## config.mk

```make
export PLATFORM = sky130hd
export DESIGN_NAME = fetch_top
export DESIGN_NICKNAME = d
export VERILOG_FILES = /design/src/source/fetch_pkg.sv /design/src/source/fetch_vector_regs.sv /design/src/source/fetch_pcgen.sv /design/src/source/fetch_insn_reg.sv /design/src/source/fetch_top.sv
export SDC_FILE = /design/constraint.sdc
export NUM_CORES = 1
export LEC_CHECK = 0
export ABC_AREA = 1
export BUFFER_PORTS_ARGS = -buffer_cell sky130_fd_sc_hd__buf_2
export CAP_MARGIN = 25
export CORE_UTILIZATION = 25
export DETAILED_ROUTE_END_ITERATION = 7
export PLACE_DENSITY = 0.5
export SYNTH_ARGS = -nofsm -noshare
export SYNTH_HDL_FRONTEND = slang
export SYNTH_SLANG_ARGS = --single-unit
```

## constraint.sdc

```tcl
create_clock -name clk -period 11 [get_ports clk]
set_input_delay 2.2 -clock clk [delete_from_list [all_inputs] [get_ports clk]]
set_output_delay 2.2 -clock clk [all_outputs]
set_load 0.05 [all_outputs]
```

## src/source/fetch_pkg.sv

```systemverilog
/*
 * Shared types and constants for the instruction-fetch front end.
 * Holds the fetch word and address types, the cache error tags, the
 * exception kinds, the bundled port structs and the reset defaults.
 * Modules refer to its members by scoped name.
 */

package fetch_pkg;

	//////////////////////////////////////////////////
	// Basic words
	//////////////////////////////////////////////////

	// One instruction word
	typedef logic [31:0] insn_t;

	// One byte address
	typedef logic [31:0] addr_t;

	// Error tag returned with a cache response
	typedef enum logic [3:0] {
		ITAG_NONE = 4'h0,
		ITAG_BE   = 4'hb,	// bus error
		ITAG_PE   = 4'hc,	// page fault
		ITAG_TE   = 4'hd	// TLB miss
	} itag_e;

	// Exception kind, also the vector register select
	typedef enum logic [1:0] {
		EXC_NONE   = 2'd0,
		EXC_BUSERR = 2'd1,
		EXC_IMMU   = 2'd2,
		EXC_ITLB   = 2'd3
	} except_e;

	//////////////////////////////////////////////////
	// Port bundles
	//////////////////////////////////////////////////

	// Cache response, ack or err pulses for one cycle
	typedef struct packed {
		insn_t dat;
		addr_t adr;
		logic  ack;
		logic  err;
		itag_e tag;
	} icpu_rsp_t;

	// Stage output toward decode
	typedef struct packed {
		insn_t insn;
		addr_t pc;
		logic  itlbmiss;
		logic  immufault;
		logic  ibuserr;
	} if_out_t;

	// Branch redirect from the core
	typedef struct packed {
		logic  taken;
		addr_t target;
	} redirect_t;

	// Vector register write
	typedef struct packed {
		logic    we;
		except_e sel;
		addr_t   data;
	} cfg_wr_t;

	//////////////////////////////////////////////////
	// Constants
	//////////////////////////////////////////////////

	localparam logic [5:0] NOP_OPCODE = 6'b000101;

	// Killed or bypassed slot
	localparam insn_t NOP_KILL  = {NOP_OPCODE, 26'h0410000};
	// Nothing fetched yet
	localparam insn_t NOP_EMPTY = {NOP_OPCODE, 26'h0610000};

	localparam addr_t RESET_PC       = 32'h0000_0100;
	localparam addr_t VEC_BUSERR_DEF = 32'h0000_0200;
	localparam addr_t VEC_IMMU_DEF   = 32'h0000_0400;
	localparam addr_t VEC_ITLB_DEF   = 32'h0000_0A00;

endpackage

```

## src/source/fetch_vector_regs.sv

```systemverilog
/*
 * Exception vector registers for the fetch front end.
 * Three addresses, written one at a time through the cfg strobe and
 * read combinationally by exception kind to steer the PC generator.
 */

`timescale 1ns/1ps

module fetch_vector_regs (
	input  logic                 clk,
	input  logic                 rst_n_i,
	input  fetch_pkg::cfg_wr_t   cfg_i,
	input  fetch_pkg::except_e   kind_i,
	output fetch_pkg::addr_t     vec_o
);

	// One register per real exception kind
	fetch_pkg::addr_t vec_buserr_q;
	fetch_pkg::addr_t vec_immu_q;
	fetch_pkg::addr_t vec_itlb_q;

	//////////////////////////////////////////////////
	// Write port
	//////////////////////////////////////////////////

	// Takes effect on the next edge
	always_ff @(posedge clk or negedge rst_n_i) begin
		if (!rst_n_i) begin
			vec_buserr_q <= fetch_pkg::VEC_BUSERR_DEF;
			vec_immu_q   <= fetch_pkg::VEC_IMMU_DEF;
			vec_itlb_q   <= fetch_pkg::VEC_ITLB_DEF;
		end else if (cfg_i.we) begin
			case (cfg_i.sel)
				fetch_pkg::EXC_BUSERR: vec_buserr_q <= cfg_i.data;
				fetch_pkg::EXC_IMMU:   vec_immu_q   <= cfg_i.data;
				fetch_pkg::EXC_ITLB:   vec_itlb_q   <= cfg_i.data;
				default: ;
			endcase
		end
	end

	//////////////////////////////////////////////////
	// Read port
	//////////////////////////////////////////////////

	// No exception points back at the boot address
	always_comb begin
		case (kind_i)
			fetch_pkg::EXC_BUSERR: vec_o = vec_buserr_q;
			fetch_pkg::EXC_IMMU:   vec_o = vec_immu_q;
			fetch_pkg::EXC_ITLB:   vec_o = vec_itlb_q;
			default:               vec_o = fetch_pkg::RESET_PC;
		endcase
	end

	// Core must never address the empty slot
	assert property (@(posedge clk) disable iff (!rst_n_i)
		cfg_i.we |-> (cfg_i.sel != fetch_pkg::EXC_NONE));

endmodule

```

## src/source/fetch_pcgen.sv

```systemverilog
/*
 * Fetch program counter for the instruction-cache port.
 * Steps by one word after each accepted response, loads a redirect
 * target on a flush, jumps to a vector on a fetch exception and holds
 * under freeze or while the cache has not answered.
 */

`timescale 1ns/1ps

module fetch_pcgen (
	input  logic                   clk,
	input  logic                   rst_n_i,
	input  logic                   freeze_i,
	input  logic                   flush_i,
	input  fetch_pkg::redirect_t   redirect_i,
	input  logic                   stall_i,
	input  fetch_pkg::except_e     exc_kind_i,
	input  fetch_pkg::addr_t       vec_i,
	output fetch_pkg::addr_t       adr_o
);

	fetch_pkg::addr_t pc_q;
	fetch_pkg::addr_t pc_next;

	// Redirect and vector paths
	logic do_redirect;
	logic do_vector;

	//////////////////////////////////////////////////
	// Next-PC select
	//////////////////////////////////////////////////

	assign do_redirect = flush_i & redirect_i.taken;

	// A frozen pipe keeps its PC, a saved fault vectors once it thaws
	assign do_vector = (exc_kind_i != fetch_pkg::EXC_NONE) & ~freeze_i;

	always_comb begin
		pc_next = pc_q;
		if (do_redirect) begin
			// Highest priority
			pc_next = redirect_i.target;
		end else if (do_vector) begin
			pc_next = vec_i;
		end else if (freeze_i || stall_i) begin
			// Back-pressure, hold the address on the bus
			pc_next = pc_q;
		end else begin
			// Sequential word
			pc_next = pc_q + 32'd4;
		end
	end

	//////////////////////////////////////////////////
	// PC register
	//////////////////////////////////////////////////

	always_ff @(posedge clk or negedge rst_n_i) begin
		if (!rst_n_i) begin
			pc_q <= fetch_pkg::RESET_PC;
		end else begin
			pc_q <= pc_next;
		end
	end

	// Drives the cache directly
	assign adr_o = pc_q;

	//////////////////////////////////////////////////
	// Checks
	//////////////////////////////////////////////////

	// Targets and vectors must keep fetches word sized
	assert property (@(posedge clk) disable iff (!rst_n_i)
		adr_o[1:0] == 2'b00);

	// Freeze holds the cache address unless the pipe is flushed
	assert property (@(posedge clk) disable iff (!rst_n_i)
		(freeze_i && !flush_i) |=> $stable(adr_o));

endmodule

```

## src/source/fetch_insn_reg.sv

```systemverilog
/*
 * IF-stage instruction register.
 * Passes each cache response to decode, saves it while the pipe is
 * frozen, swaps in a NOP for killed or bypassed slots and turns the
 * cache error tag into the three fetch exception flags.
 */

`timescale 1ns/1ps

module fetch_insn_reg (
	input  logic                   clk,
	input  logic                   rst_n_i,
	input  fetch_pkg::icpu_rsp_t   rsp_i,
	input  logic                   freeze_i,
	input  logic                   flush_i,
	input  logic                   no_more_dslot_i,
	input  logic                   rfe_i,
	output fetch_pkg::if_out_t     if_o,
	output logic                   stall_o,
	output logic                   saving_o,
	output logic                   refetch_o,
	output fetch_pkg::except_e     exc_kind_o
);

	// Control state
	logic saved;
	logic bypass_q;

	// Saved payload, only read while saved is set
	fetch_pkg::insn_t insn_saved;
	fetch_pkg::addr_t addr_saved;
	logic [2:0]       err_saved;	// {buserr, immu, itlb}

	logic       save_insn;
	logic       bypass;
	logic [2:0] err_live;
	logic [2:0] err_show;

	//////////////////////////////////////////////////
	// Response decode
	//////////////////////////////////////////////////

	// Tag matters only alongside err
	assign err_live[0] = rsp_i.err & (rsp_i.tag == fetch_pkg::ITAG_TE);
	assign err_live[1] = rsp_i.err & (rsp_i.tag == fetch_pkg::ITAG_PE);
	assign err_live[2] = rsp_i.err & (rsp_i.tag == fetch_pkg::ITAG_BE);

	// Response landing in a frozen stage with a free slot
	assign save_insn = (rsp_i.ack | rsp_i.err) & freeze_i & ~saved;
	assign saving_o  = save_insn & ~flush_i;

	// Flush cycle plus the one after
	assign bypass = flush_i | bypass_q;

	//////////////////////////////////////////////////
	// Control registers
	//////////////////////////////////////////////////

	always_ff @(posedge clk or negedge rst_n_i) begin
		if (!rst_n_i) begin
			bypass_q <= 1'b0;
		end else begin
			bypass_q <= flush_i;
		end
	end

	// Set on a save, cleared by flush or thaw
	always_ff @(posedge clk or negedge rst_n_i) begin
		if (!rst_n_i) begin
			saved <= 1'b0;
		end else if (flush_i) begin
			saved <= 1'b0;
		end else if (save_insn) begin
			saved <= 1'b1;
		end else if (!freeze_i) begin
			saved <= 1'b0;
		end
	end

	// Capture the response that arrived during freeze
	always_ff @(posedge clk) begin
		if (save_insn) begin
			insn_saved <= rsp_i.err ? fetch_pkg::NOP_KILL : rsp_i.dat;
			addr_saved <= {rsp_i.adr[31:2], 2'b00};
			err_saved  <= err_live;
		end
	end

	//////////////////////////////////////////////////
	// Stage output
	//////////////////////////////////////////////////

	always_comb begin
		if (no_more_dslot_i || rfe_i || bypass) begin
			if_o.insn = fetch_pkg::NOP_KILL;
		end else if (saved) begin
			if_o.insn = insn_saved;
		end else if (rsp_i.ack) begin
			if_o.insn = rsp_i.dat;
		end else begin
			// Error or nothing yet
			if_o.insn = fetch_pkg::NOP_EMPTY;
		end
	end

	assign if_o.pc = saved ? addr_saved : {rsp_i.adr[31:2], 2'b00};

	// Delay-slot end masks every fault
	assign err_show = no_more_dslot_i ? 3'b000 : (saved ? err_saved : err_live);

	assign if_o.itlbmiss  = err_show[0];
	assign if_o.immufault = err_show[1];
	assign if_o.ibuserr   = err_show[2];

	// Exception kind seen by the PC generator
	always_comb begin
		if (err_show[0]) begin
			exc_kind_o = fetch_pkg::EXC_ITLB;
		end else if (err_show[1]) begin
			exc_kind_o = fetch_pkg::EXC_IMMU;
		end else if (err_show[2]) begin
			exc_kind_o = fetch_pkg::EXC_BUSERR;
		end else begin
			exc_kind_o = fetch_pkg::EXC_NONE;
		end
	end

	assign stall_o   = ~rsp_i.err & ~rsp_i.ack & ~saved;
	assign refetch_o = saved & rsp_i.ack;

	//////////////////////////////////////////////////
	// Checks
	//////////////////////////////////////////////////

	assert property (@(posedge clk) disable iff (!rst_n_i)
		no_more_dslot_i |-> !(if_o.itlbmiss || if_o.immufault || if_o.ibuserr));

	// Unflushed save always lands
	assert property (@(posedge clk) disable iff (!rst_n_i)
		(save_insn && !flush_i) |=> saved);

	assert property (@(posedge clk) disable iff (!rst_n_i)
		flush_i |=> !saved);

endmodule

```

## src/source/fetch_top.sv

```systemverilog
/*
 * Instruction-fetch front end top level.
 * Connects the PC generator, the IF-stage instruction register and the
 * exception vector registers between the cache port and the core.
 */

`timescale 1ns/1ps

module fetch_top (
	input  logic                   clk,
	input  logic                   rst_n_i,
	// Cache port
	input  fetch_pkg::icpu_rsp_t   icpu_rsp_i,
	output fetch_pkg::addr_t       icpu_adr_o,
	// Pipeline control
	input  logic                   freeze_i,
	input  logic                   flush_i,
	input  fetch_pkg::redirect_t   redirect_i,
	input  logic                   no_more_dslot_i,
	input  logic                   rfe_i,
	input  fetch_pkg::cfg_wr_t     cfg_i,
	// Toward decode
	output fetch_pkg::if_out_t     if_o,
	output logic                   stall_o,
	output logic                   saving_o,
	output logic                   refetch_o
);

	// Exception kind steers the vector read
	fetch_pkg::except_e exc_kind;
	fetch_pkg::addr_t   vec_addr;

	//////////////////////////////////////////////////
	// Blocks
	//////////////////////////////////////////////////

	fetch_insn_reg u_insn_reg (
		.clk             (clk),
		.rst_n_i         (rst_n_i),
		.rsp_i           (icpu_rsp_i),
		.freeze_i        (freeze_i),
		.flush_i         (flush_i),
		.no_more_dslot_i (no_more_dslot_i),
		.rfe_i           (rfe_i),
		.if_o            (if_o),
		.stall_o         (stall_o),
		.saving_o        (saving_o),
		.refetch_o       (refetch_o),
		.exc_kind_o      (exc_kind)
	);

	fetch_vector_regs u_vector_regs (
		.clk     (clk),
		.rst_n_i (rst_n_i),
		.cfg_i   (cfg_i),
		.kind_i  (exc_kind),
		.vec_o   (vec_addr)
	);

	// Stall from the instruction register is the back-pressure
	fetch_pcgen u_pcgen (
		.clk        (clk),
		.rst_n_i    (rst_n_i),
		.freeze_i   (freeze_i),
		.flush_i    (flush_i),
		.redirect_i (redirect_i),
		.stall_i    (stall_o),
		.exc_kind_i (exc_kind),
		.vec_i      (vec_addr),
		.adr_o      (icpu_adr_o)
	);

endmodule

```

# Yosys cells after proc, flatten, opt, wreduce, memory -nomap -nowiden

Cells that the tools add are included.

Bits in registers: 195
Latch bits: 0
Memory bits (writable): 0
Bits in read-only memories: 0
Input port bits: 144
Output and inout port bits: 102
Memories kept: 0

$add $sub $neg: 1
$mul: 0
Div/mod/pow operators: 0
$lt $le $gt $ge: 0
Eq/ne operators: 11
Shift-type cells: 0
Mux-type cells: 16
Bitwise gates (word level): 18
Reductions and logical operators: 7

Operator list:

| cell                    | count |
|---|---|
| $mux W32                | 7 |
| $pmux W32 S3            | 1 |
| $add A32 B3 Y32 const B | 1 |
| $eq A4 B4 Y1 const B    | 3 |
| $and A1 B1 Y1           | 11 |
| $eq A2 B2 Y1 const B    | 4 |
| $mux W3                 | 2 |
| $ne A3 B1 Y1 const B    | 2 |
| $reduce_and A2 Y1       | 3 |
| $not A1 Y1              | 5 |
| $eq A2 B1 Y1 const B    | 2 |
| $mux W1                 | 4 |
| $mux W2                 | 2 |
| $logic_or A1 B1 Y1      | 3 |
| $or A1 B1 Y1            | 2 |
| $reduce_bool A2 Y1      | 1 |

# Logic depth before layout (Yosys ltp)

Gate-level depths: netlist of the first run.

Depth in word-level cells: 11
Mapped depth: 15

# Modules after synthesis

Synthesis of the first run repeated with hierarchy kept, for this count alone.

Cell total of the unflattened synthesis: 1,434
Area total of the unflattened synthesis: 10,991.8 sq um

By module, submodules not included:

| module            | instances | cells each | area each (sq um) |
|---|---|---|---|
| fetch_vector_regs | 1         | 583        | 4,694.5 |
| fetch_insn_reg    | 1         | 374        | 3,442.1 |
| fetch_pcgen       | 1         | 477        | 2,855.2 |

# Worst setup path before layout of the first run

OpenSTA, ideal clock, no wires.

Path kind: input-to-reg
Start point: input port freeze_i
End point: register u_insn_reg.addr_saved[10] (enable)
Setup time: 0.568 ns
Data arrival time: 6.809 ns
Data required time: 10.432 ns
Path slack: 3.624 ns
Stages on the path: 2
Buffers on the path: 0
Path through: inv_1 nor3_1

Word-level cells in the longest chain between the ends: 2

Ends and longest elaborated chain:

| element                    | RTL line             | RTL |
|---|---|---|
| start: declaration         | fetch_top.sv:16      | `input logic freeze_i,` |
| $and A1 B1 Y1 (2 in a row) | fetch_insn_reg.sv:49 | `assign save_insn = (rsp_i.ack \| rsp_i.err) & freeze_i & ~saved;` |
| via u_insn_reg.save_insn   | fetch_insn_reg.sv:34 | `logic save_insn;` |
| end signal: assignment     | fetch_insn_reg.sv:84 | `addr_saved <= {rsp_i.adr[31:2], 2'b00};` |
| end: declaration           | fetch_insn_reg.sv:31 | `fetch_pkg::addr_t addr_saved;` |

The timed path passes the listed nets, and every way through them passes these cells.
A chain may end at the register's enable or synchronous reset.

==> reports/qor.yml, run 1 <==
critical_path:
  startpoint: "no_more_dslot_i"
  critPathKind: "primary input to output pin"
  critPathRequiredTime_ns: 8.80
  cp_data_arrival_time_ns: 4.19
  path_common_cell: "buf_2"
  critPathCaptureType: "output pin"
  worstRegToRegCells: 14
  r2r-end: "u_pcgen.adr_o[25]$_DFFE_PN0P_"
  r2r_slack_ns: 7.40
  path_delay_family: "buffers and inverters"
  crit_chain: "buf_2 > nor4_4 > clkinv_1 > a21oi_1 > buf_2"
  critPathLaunchType: "primary input"
  cp_slowest_cell: "clkinv_1"
  timing.rr.start: "u_insn_reg.saved$_DFFE_PN0P_"
  crit_cells: 5
  endpoint: "if_o[60]"
  cp_num_buf_inv: 3
  crit_path_max_fanout: 27
  cpPeakStageDelay_ns: 0.73
power_and_ir_drop:
  p_int_mw: 1.30
  p_seq_share_pct: 44.6
  vdd_drop_max_uv: 85.9
  p_switching_mw: 0.773
  clockPowerShare_pct: 32.5
  comb_power_share_pct: 22.9
  cellPowerDensity_mw_per_mm2: 169
  power_leakage_nw: 6.00
  swShare_pct: 37.2
sta:
  hold_violations: 0
  fin_tns_setup_ns: 0
  fmax_mhz: 157
  finClkSkew_ns: 0.0145
  finalMaxSlewViolations: 0
  relSlewSlack_pct: 38.2
  finalSetupViolations: 0
  period_share_pct: 58.1
  finalCriticalPeriod_ns: 6.39
  timing.final.ws_setup_ns: 4.61
  worstMarginPinSlew_ns: 0.925
  rsz0062_at_grt: "false"
finish:
  final_area_mm2: 0.0123
  fin_nets: 1628
  drive_gt1_share_pct: 22.7
  area_growth_pct: 23.0
  instances_no_fill: 2016
floorplanning:
  num_rows: 72
  core-area_mm2: 0.0390
  ioPinCount: 246
  start_util_pct: 25.6
  die_h_um: 202
  die_area_mm2: 0.0407
  fp.dieW_um: 202
flow_run:
  maxCapViolations: 0
clock_tree:
  clock_sinks: 195
  post_cts_resized: 0
  cts_max_level: 4
  clk_latency_ns: 0.47
  clock-root-buffer: "clkbuf_16"
  clk_pin_slew_ns: 0.09
  numCtsBuffers: 17
  cts_buffer_depth: 2
  cts_tree: "yes"
  hold_buffers: 0
  post_cts_buffers: 0
synthesis:
  synth_cell_types: 44
  syn_inst: 1275
  yosysSeqAreaShare_pct: 52.2
  yosysWarnings: 0
  yosys.area.top_type: "dfrtp_1"
  syn_avg_cell_area_um2: 7.83
  yosys-top-cells-area: "dfrtp_1 31%, edfxtp_1 20%, nand2_1 18%"
  syn-cell-area_mm2: 0.00998
  synth_top_area_share_pct: 31.3
  synth_seq_cells: 195
routing:
  wl_um: 31700
  first_iter_violations: 724
  detail-route-antenna-nets: 0
  drc_errors: 0
  wl_per_cell_um: 15.7
  firstDrtPassIters: 6
  vias: 8950
  avgViaCountPerCell: 4.44
grt:
  antenna_found_initial: 2
  grt_pass1_wl_um: 49300
  grt_start_max_net_pins: 69
  first_global_vias: 8613
  grt_usage_pct: 15.8
  overflow: 0
run_status:
  status: "finished, final reports clean"
placed_design:
  placed_cells_incl_taps: 1982
  dp_slack_ns: 4.64
  placed_area_mm2: 0.0116
  gp_congestion: 0.835
  dp_hpwl_um: 22100
  numPortBuffers: 241
min_path:
  min_path_type: "flip-flop to flip-flop"
[kinds of logic (layout without fill, tap and decap cells)]
group	Yosys count	after routing	share of synthesized area (%)
and+or+nand+nor	713	713	29.9
DFF	195	195	52.2
buffers and inverters	180	400	7.66
AOI/OAI and AO/OA	174	174	9.10
xor gates and xnor gates	11	11	0.965
adders and majority gates	1	1	0.125
other	1	4	0.0376
[cell usage after synthesis, drive strengths merged]
master and number:
clkbuf 36, o21ai 119, a31o 1, a211oi 1, dfstp 5, nor4 2
clkinv 1, nand4 22, buf 28, nor3 11, edfxtp 65, nand3 65
a22oi 1, nand3b 1, a21o 2, dfrtp 125, conb 1, ha 1
or2 8, nor2 120, o22ai 4, nand2 484, a21oi 46, inv 115
xnor2 5, xor2 6
[state kept, by name (all words and copies together) (netlist names)]
register and flops:
u_insn_reg.err_saved 3, u_vector_regs.vec_buserr_q 32, u_pcgen.adr_o 32, u_vector_regs.vec_immu_q 32, u_insn_reg.saved 1, u_insn_reg.bypass_q 1
u_insn_reg.addr_saved 30, u_vector_regs.vec_itlb_q 32, u_insn_reg.insn_saved 32
[per-layer routing]
| metal | routed length, um | up-vias | track usage [%] |
|---|---|---|---|
| met3 | 1360 | 37 | 2.69 |
| met1 | 15000 | 4234 | 21.6 |
| li1 | - | 4468 | - |
| met4 | 707 | 0 | 5.41 |
| met2 | 14600 | 211 | 24.9 |
| met5 | 0 | - | 0 |
[tightest hold or removal path, delay by kind of cell (launching register included)]
| kind | cells | cell delay [ns] |
|---|---|---|
| AND/OR/NAND/NOR | 1 | 0.05 |
| flip-flops | 1 | 0.36 |
| AO/OA/AOI/OAI | 1 | 0.05 |
[through the flow]
step	hold slack [ns]	utilization, %	power (mW)
after CTS	0.494	31.5	2.11
after global placement	0.466	29.8	1.41
final	0.489	31.5	2.08
after detailed placement	0.473	29.8	1.42
after global routing	0.509	31.5	2.19
after floorplan	0.453	-	1.26
[power groups by stage]
stage	registers, mW	logic (mW)	clock network [mW]
global route	0.941	0.526	0.725
CTS	0.926	0.481	0.702
floorplan	1.02	0.246	0
finish	0.927	0.475	0.676
detailed placement	0.941	0.479	0
global placement	0.938	0.473	0
[cell usage in the layout (no fill, tap or decap), types with 5 or more instances in the layout]
master / instances
buf_2: 240
nand2_1: 475
nand4_1: 22
o21ai_0: 108
buf_4: 11
xor2_1: 6
a21oi_1: 44
or2_2: 8
inv_2: 6
nor3_1: 9
nand3_1: 61
dfstp_2: 5
clkbuf_16: 17
nor2_2: 8
inv_1: 107
dfrtp_1: 124
edfxtp_1: 65
nor2_1: 109
inv_12: 7
o21ai_1: 8
xnor2_1: 5
[cell type report]
class | count | area [um^2]
clock inverter | 15 | 208
tap | 518 | 648
inverter | 116 | 440
sequential | 195 | 5210
clock buffer | 17 | 425
timing repair buffer | 252 | 1300
fill | 4271 | 26700
antenna | 2 | 5.00
multi-input combinational | 901 | 4040
[worst min path at each step]
stage,startpoint,end,slack [ns],depth (start not counted)
CTS,u_vector_regs.vec_itlb_q[16]$_DFFE_PN0P_,u_vector_regs.vec_itlb_q[16]$_DFFE_PN0P_,0.49,2
global route,u_vector_regs.vec_itlb_q[17]$_DFFE_PN0P_,u_vector_regs.vec_itlb_q[17]$_DFFE_PN0P_,0.51,2
finish,u_vector_regs.vec_buserr_q[28]$_DFFE_PN0P_,u_vector_regs.vec_buserr_q[28]$_DFFE_PN0P_,0.49,2
floorplan,u_vector_regs.vec_buserr_q[21]$_DFFE_PN0P_,u_vector_regs.vec_buserr_q[21]$_DFFE_PN0P_,0.45,2
global placement,u_vector_regs.vec_buserr_q[25]$_DFFE_PN0P_,u_vector_regs.vec_buserr_q[25]$_DFFE_PN0P_,0.47,2
detailed placement,u_vector_regs.vec_buserr_q[25]$_DFFE_PN0P_,u_vector_regs.vec_buserr_q[25]$_DFFE_PN0P_,0.47,2
Note: power is estimated with default switching activity, not from simulation.
==> inputs of run 2 (changes only) <==
--- a/config.mk
+++ b/config.mk
@@ -10,7 +10,7 @@
 export CAP_MARGIN = 25
 export CORE_UTILIZATION = 25
 export DETAILED_ROUTE_END_ITERATION = 7
-export PLACE_DENSITY = 0.5
+export PLACE_DENSITY = 0.51
 export SYNTH_ARGS = -nofsm -noshare
 export SYNTH_HDL_FRONTEND = slang
 export SYNTH_SLANG_ARGS = --single-unit
==> constraint.sdc (replaced) <==
create_clock -name clk -period 5.4 [get_ports clk]
set_input_delay 1.08 -clock clk [delete_from_list [all_inputs] [get_ports clk]]
set_output_delay 1.08 -clock clk [all_outputs]
set_load 0.05 [all_outputs]
==> reports/qor.yml, run 2 (synthesized netlist as in run 1, its figures left out) <==
finish:
  drive_gt1_share_pct: 22.6
  layout_commonest_cell: "nand2_1"
  layout_common_cells: "475 x nand2_1, 240 x buf_2, 124 x dfrtp_1, 110 x nor2_1, 108 x o21ai_0"
  final_area_mm2: 0.0123
  instances_no_fill: 2016
  area_growth_pct: 22.7
  fin_nets: 1629
clock_tree:
  hold_buffers: 0
  post_cts_resized: 0
  post_cts_buffers: 0
  cts_tree: "yes"
  clock-root-buffer: "clkbuf_16"
  numCtsBuffers: 17
  clk_latency_ns: 0.45
  cts_max_level: 4
  clock_sinks: 195
  clk_pin_slew_ns: 0.08
  cts_buffer_depth: 2
critical_path:
  cp_slowest_cell: "clkinv_1"
  crit_chain: "buf_2 > nor4_4 > clkinv_1 > a21oi_1 > buf_2"
  path_common_cell: "buf_2"
  critPathRequiredTime_ns: 4.32
  critPathLaunchType: "primary input"
  critPathCaptureType: "output pin"
  cp_data_arrival_time_ns: 3.01
  cpPeakStageDelay_ns: 0.67
  critPathKind: "primary input to output pin"
  crit_path_max_fanout: 27
floorplanning:
  core-area_mm2: 0.0390
  ioPinCount: 246
  die_area_mm2: 0.0407
  die_h_um: 202
  num_rows: 72
  start_util_pct: 25.6
  fp.dieW_um: 202
placed_design:
  placed_area_mm2: 0.0116
  placed_cells_incl_taps: 1983
  dp_hpwl_um: 22000
  numPortBuffers: 241
  gp_congestion: 0.838
power_and_ir_drop:
  p_int_mw: 2.63
  p_seq_share_pct: 45.3
  clockPowerShare_pct: 31.6
  power_leakage_nw: 5.99
  cellPowerDensity_mw_per_mm2: 340
  fin_total_pwr_mw: 4.16
  p_switching_mw: 1.53
  vdd_drop_max_uv: 171
  comb_power_share_pct: 23.1
  swShare_pct: 36.7
grt:
  antenna_found_initial: 2
  grt_util_met2_pct: 24.4
  overflow: 0
  grt_use_met1_pct: 21.4
  grt_pass1_wl_um: 49100
  grt_usage_pct: 15.5
  grt_start_max_net_pins: 65
  grt_util_met3_pct: 3.14
  top_usage_layer: "met2"
  first_global_vias: 8573
sta:
  period_share_pct: 75.7
  finalCriticalPeriod_ns: 4.09
  finClkSkew_ns: 0.0145
  finalMaxSlewViolations: 0
  finalSetupViolations: 0
  relSlewSlack_pct: 42.1
  rsz0062_at_grt: "false"
  fin_tns_setup_ns: 0
  fmax_mhz: 245
  holdWs_ns: 0.486
  worstMarginPinSlew_ns: 0.867
  hold_violations: 0
routing:
  firstDrtPassIters: 6
  first_iter_violations: 652
  vias: 8991
  avgViaCountPerCell: 4.46
  detail-route-antenna-nets: 0
  drc_errors: 0
  wl_um: 31300
  wl_per_cell_um: 15.5
flow_run:
  maxCapViolations: 0
run_status:
  status: "finished, final reports clean"
min_path:
  min_path_type: "flip-flop to flip-flop"
==> run 2: metrics by stage <==
| step | utilization, % | setup slack, ns |
|---|---|---|
| 6_report | 31.4 | 1.31 |
| 5_1_grt | 31.4 | 1.06 |
| 3_5_place_dp | 29.8 | 1.29 |
| 4_1_cts | 31.4 | 1.28 |
| 3_3_place_gp | 29.8 | 1.38 |
| 2_1_floorplan | - | 1.18 |
==> run 2: cell type report <==
class | count | area [um^2]
inverter | 116 | 440
clock buffer | 17 | 425
sequential | 195 | 5210
tap | 518 | 648
timing repair buffer | 253 | 1300
clock inverter | 15 | 181
fill | 4200 | 26800
multi-input combinational | 901 | 4040
antenna | 1 | 2.50
==> run 2: critical path: cells and delay by family <==
kind | cells | cell delay [ns]
and+or+nand+nor | 1 | 0.40
AOI/OAI and AO/OA | 1 | 0.36
buffers and inverters | 3 | 1.15
==> run 2: path summary, 6_finish.rpt <==
path                            slack [ns]  cells past startpoint                                       start                                    endpoint
worst max register to register        2.86                     11                u_insn_reg.saved$_DFFE_PN0P_                u_pcgen.adr_o[3]$_DFFE_PN0P_
max in group asynchronous             3.60                      2                                     rst_n_i  u_vector_regs.vec_buserr_q[26]$_DFFE_PN0P_
worst min register to register        0.49                      2  u_vector_regs.vec_buserr_q[27]$_DFFE_PN0P_  u_vector_regs.vec_buserr_q[27]$_DFFE_PN0P_
min in group asynchronous             0.70                      1                                     rst_n_i               u_pcgen.adr_o[19]$_DFFE_PN0P_
worst min-delay path                  0.49                      2  u_vector_regs.vec_buserr_q[27]$_DFFE_PN0P_  u_vector_regs.vec_buserr_q[27]$_DFFE_PN0P_
worst max-delay path                  1.31                      5                                     flush_i                                    if_o[36]
==> run 2: power by group through the flow <==
stage               Sequential [mW]  Combinational (mW)  Clock, mW
finish                         1.89               0.960       1.32
CTS                            1.88               0.972       1.36
detailed placement             1.91               0.969          0
global route                   1.92                1.07       1.41
floorplan                      2.07               0.501          0
global placement               1.91               0.960          0
==> run 2: routing by layer <==
| layer | part of all wire, % | vias to the layer above | wire length [um] |
|---|---|---|---|
| met1 | 47 | 4272 | 14700 |
| li1 | - | 4468 | - |
| met4 | 1.9 | 2 | 585 |
| met5 | 0.042 | - | 13 |
| met2 | 46 | 220 | 14400 |
| met3 | 5.1 | 29 | 1590 |
==> inputs of run 3 (changes only) <==
==> constraint.sdc (replaced) <==
create_clock -name clk -period 3.5 [get_ports clk]
set_input_delay 0.7 -clock clk [delete_from_list [all_inputs] [get_ports clk]]
set_output_delay 0.7 -clock clk [all_outputs]
set_load 0.05 [all_outputs]
==> reports/qor.yml, run 3 (synthesized netlist as in run 1, its figures left out) <==
run_status:
  status: "finished, final reports clean"
critical_path:
  critPathRequiredTime_ns: 2.80
  critPathLaunchType: "flip-flop"
  critPathCaptureType: "output pin"
  crit_path_max_fanout: 45
  critPathKind: "flip-flop to output pin"
  cp_data_arrival_time_ns: 2.49
finish:
  seq_area_mm2: 0.00521
  layout_common_cells: "475 x nand2_1, 240 x buf_2, 124 x dfrtp_1, 110 x nor2_1, 108 x o21ai_0"
  fin_nets: 1637
  multi_input_area_mm2: 0.00404
  instances_no_fill: 2026
  final_area_mm2: 0.0124
  layout_commonest_cell: "nand2_1"
  fillerInstances: 4214
  area_growth_pct: 23.7
  drive_gt1_share_pct: 23.1
routing:
  firstDrtPassIters: 5
  detail-route-antenna-nets: 0
  wl_per_cell_um: 15.3
  wl_um: 30900
  drc_errors: 0
  avgViaCountPerCell: 4.42
  vias: 8947
  first_iter_violations: 701
power_and_ir_drop:
  power_leakage_nw: 6.04
  fin_total_pwr_mw: 6.43
  vdd_drop_max_uv: 249
  cellPowerDensity_mw_per_mm2: 520
clock_tree:
  clk_pin_slew_ns: 0.08
  numCtsBuffers: 17
  cts_buffer_depth: 2
  clock-root-buffer: "clkbuf_16"
  post_cts_resized: 0
  post_cts_buffers: 0
  clock_sinks: 195
  hold_buffers: 0
  clk_latency_ns: 0.47
  cts_max_level: 4
  cts_tree: "yes"
floorplanning:
  die_h_um: 202
  start_util_pct: 25.6
  fp.dieW_um: 202
  num_rows: 72
  die_area_mm2: 0.0407
  core-area_mm2: 0.0390
  ioPinCount: 246
sta:
  worstMarginPinSlew_ns: 0.763
  finClkSkew_ns: 0.0140
  finalMaxSlewViolations: 0
  fmax_mhz: 314
  fin_tns_setup_ns: 0
  finalSetupViolations: 0
  hold_violations: 0
  relSlewSlack_pct: 49.0
  finalCriticalPeriod_ns: 3.19
  rsz0062_at_grt: "false"
  period_share_pct: 91.1
min_path:
  min_path_type: "primary input to async pin"
grt:
  grt_pass1_wl_um: 48000
  antenna_found_initial: 4
  grt_usage_pct: 15.3
  grt_start_max_net_pins: 65
  overflow: 0
  first_global_vias: 8371
placed_design:
  gp_congestion: 0.819
  dp_hpwl_um: 22000
  placed_area_mm2: 0.0117
  placed_cells_incl_taps: 1991
  numPortBuffers: 241
flow_run:
  maxCapViolations: 0
## run 3: cell types whose count changed in the layout (fill, tap and decap cells not counted)
cell and change:
buf_12 +3, diode_2 +2, inv_6 +3, clkinv_8 +2
inv_8 -3, nor2_2 +1, clkinvlp_4 -1, inv_12 -1
buf_4 +5, nor2_4 -1
## run 3: through the flow
stage	worst slack, ns	hold WS (ns)	utilization (%)
after floorplan	0.447	0.404	-
after global placement	0.652	0.465	30.1
after detailed placement	0.628	0.473	30.1
after CTS	0.253	0.232	31.6
after global routing	0.107	0.257	31.7
final	0.312	0.230	31.7
## run 3: layer usage
metal / vias to the layer above / GRT usage, % / part of all wire [%]
met4: 2 / 5.71 / 2.0
met1: 4233 / 21.4 / 48
met2: 182 / 23.3 / 46
li1: 4501 / - / -
met3: 29 / 2.92 / 4.0
met5: - / 0 / 0.026
## run 3: cell type report
type	instances	area share [%]
Sequential cell	195	42.2
Multi-Input combinational cell	901	32.7
Timing Repair Buffer	261	11.3
Tap cell	518	5.25
Inverter	116	3.57
Clock buffer	17	3.44
Clock inverter	15	1.48
Antenna cell	3	0.0608
## run 3: power by group
| group | switching, mW | internal, mW |
|---|---|---|
| logic | 1.07 | 0.420 |
| clock network | 1.05 | 0.972 |
| registers | 0.243 | 2.68 |
## run 3: final timing paths
kind / to / start / slack (ns) / depth (start not counted)
worst min-delay path: u_pcgen.adr_o[18]$_DFFE_PN0P_ / rst_n_i / 0.23 / 1
worst min register to register: u_vector_regs.vec_buserr_q[27]$_DFFE_PN0P_ / u_vector_regs.vec_buserr_q[27]$_DFFE_PN0P_ / 0.49 / 2
min in group clk: u_insn_reg.addr_saved[17]$_DFFE_PP_ / icpu_rsp_i[23] / 0.42 / 1
max in group asynchronous: u_vector_regs.vec_immu_q[7]$_DFFE_PN0P_ / rst_n_i / 2.54 / 2
worst max register to register: u_pcgen.adr_o[7]$_DFFE_PN0P_ / u_insn_reg.saved$_DFFE_PN0P_ / 0.97 / 12
worst max-delay path: if_o[57] / u_insn_reg.saved$_DFFE_PN0P_ / 0.31 / 7
## run 3: worst max-delay path, stage by stage, from the launching register on
cell     delay (ns)
dfrtp_2        0.58
buf_4          0.50
nor2_1         0.10
buf_4          0.24
inv_1          0.15
o22ai_1        0.08
nand2_1        0.09
buf_2          0.26
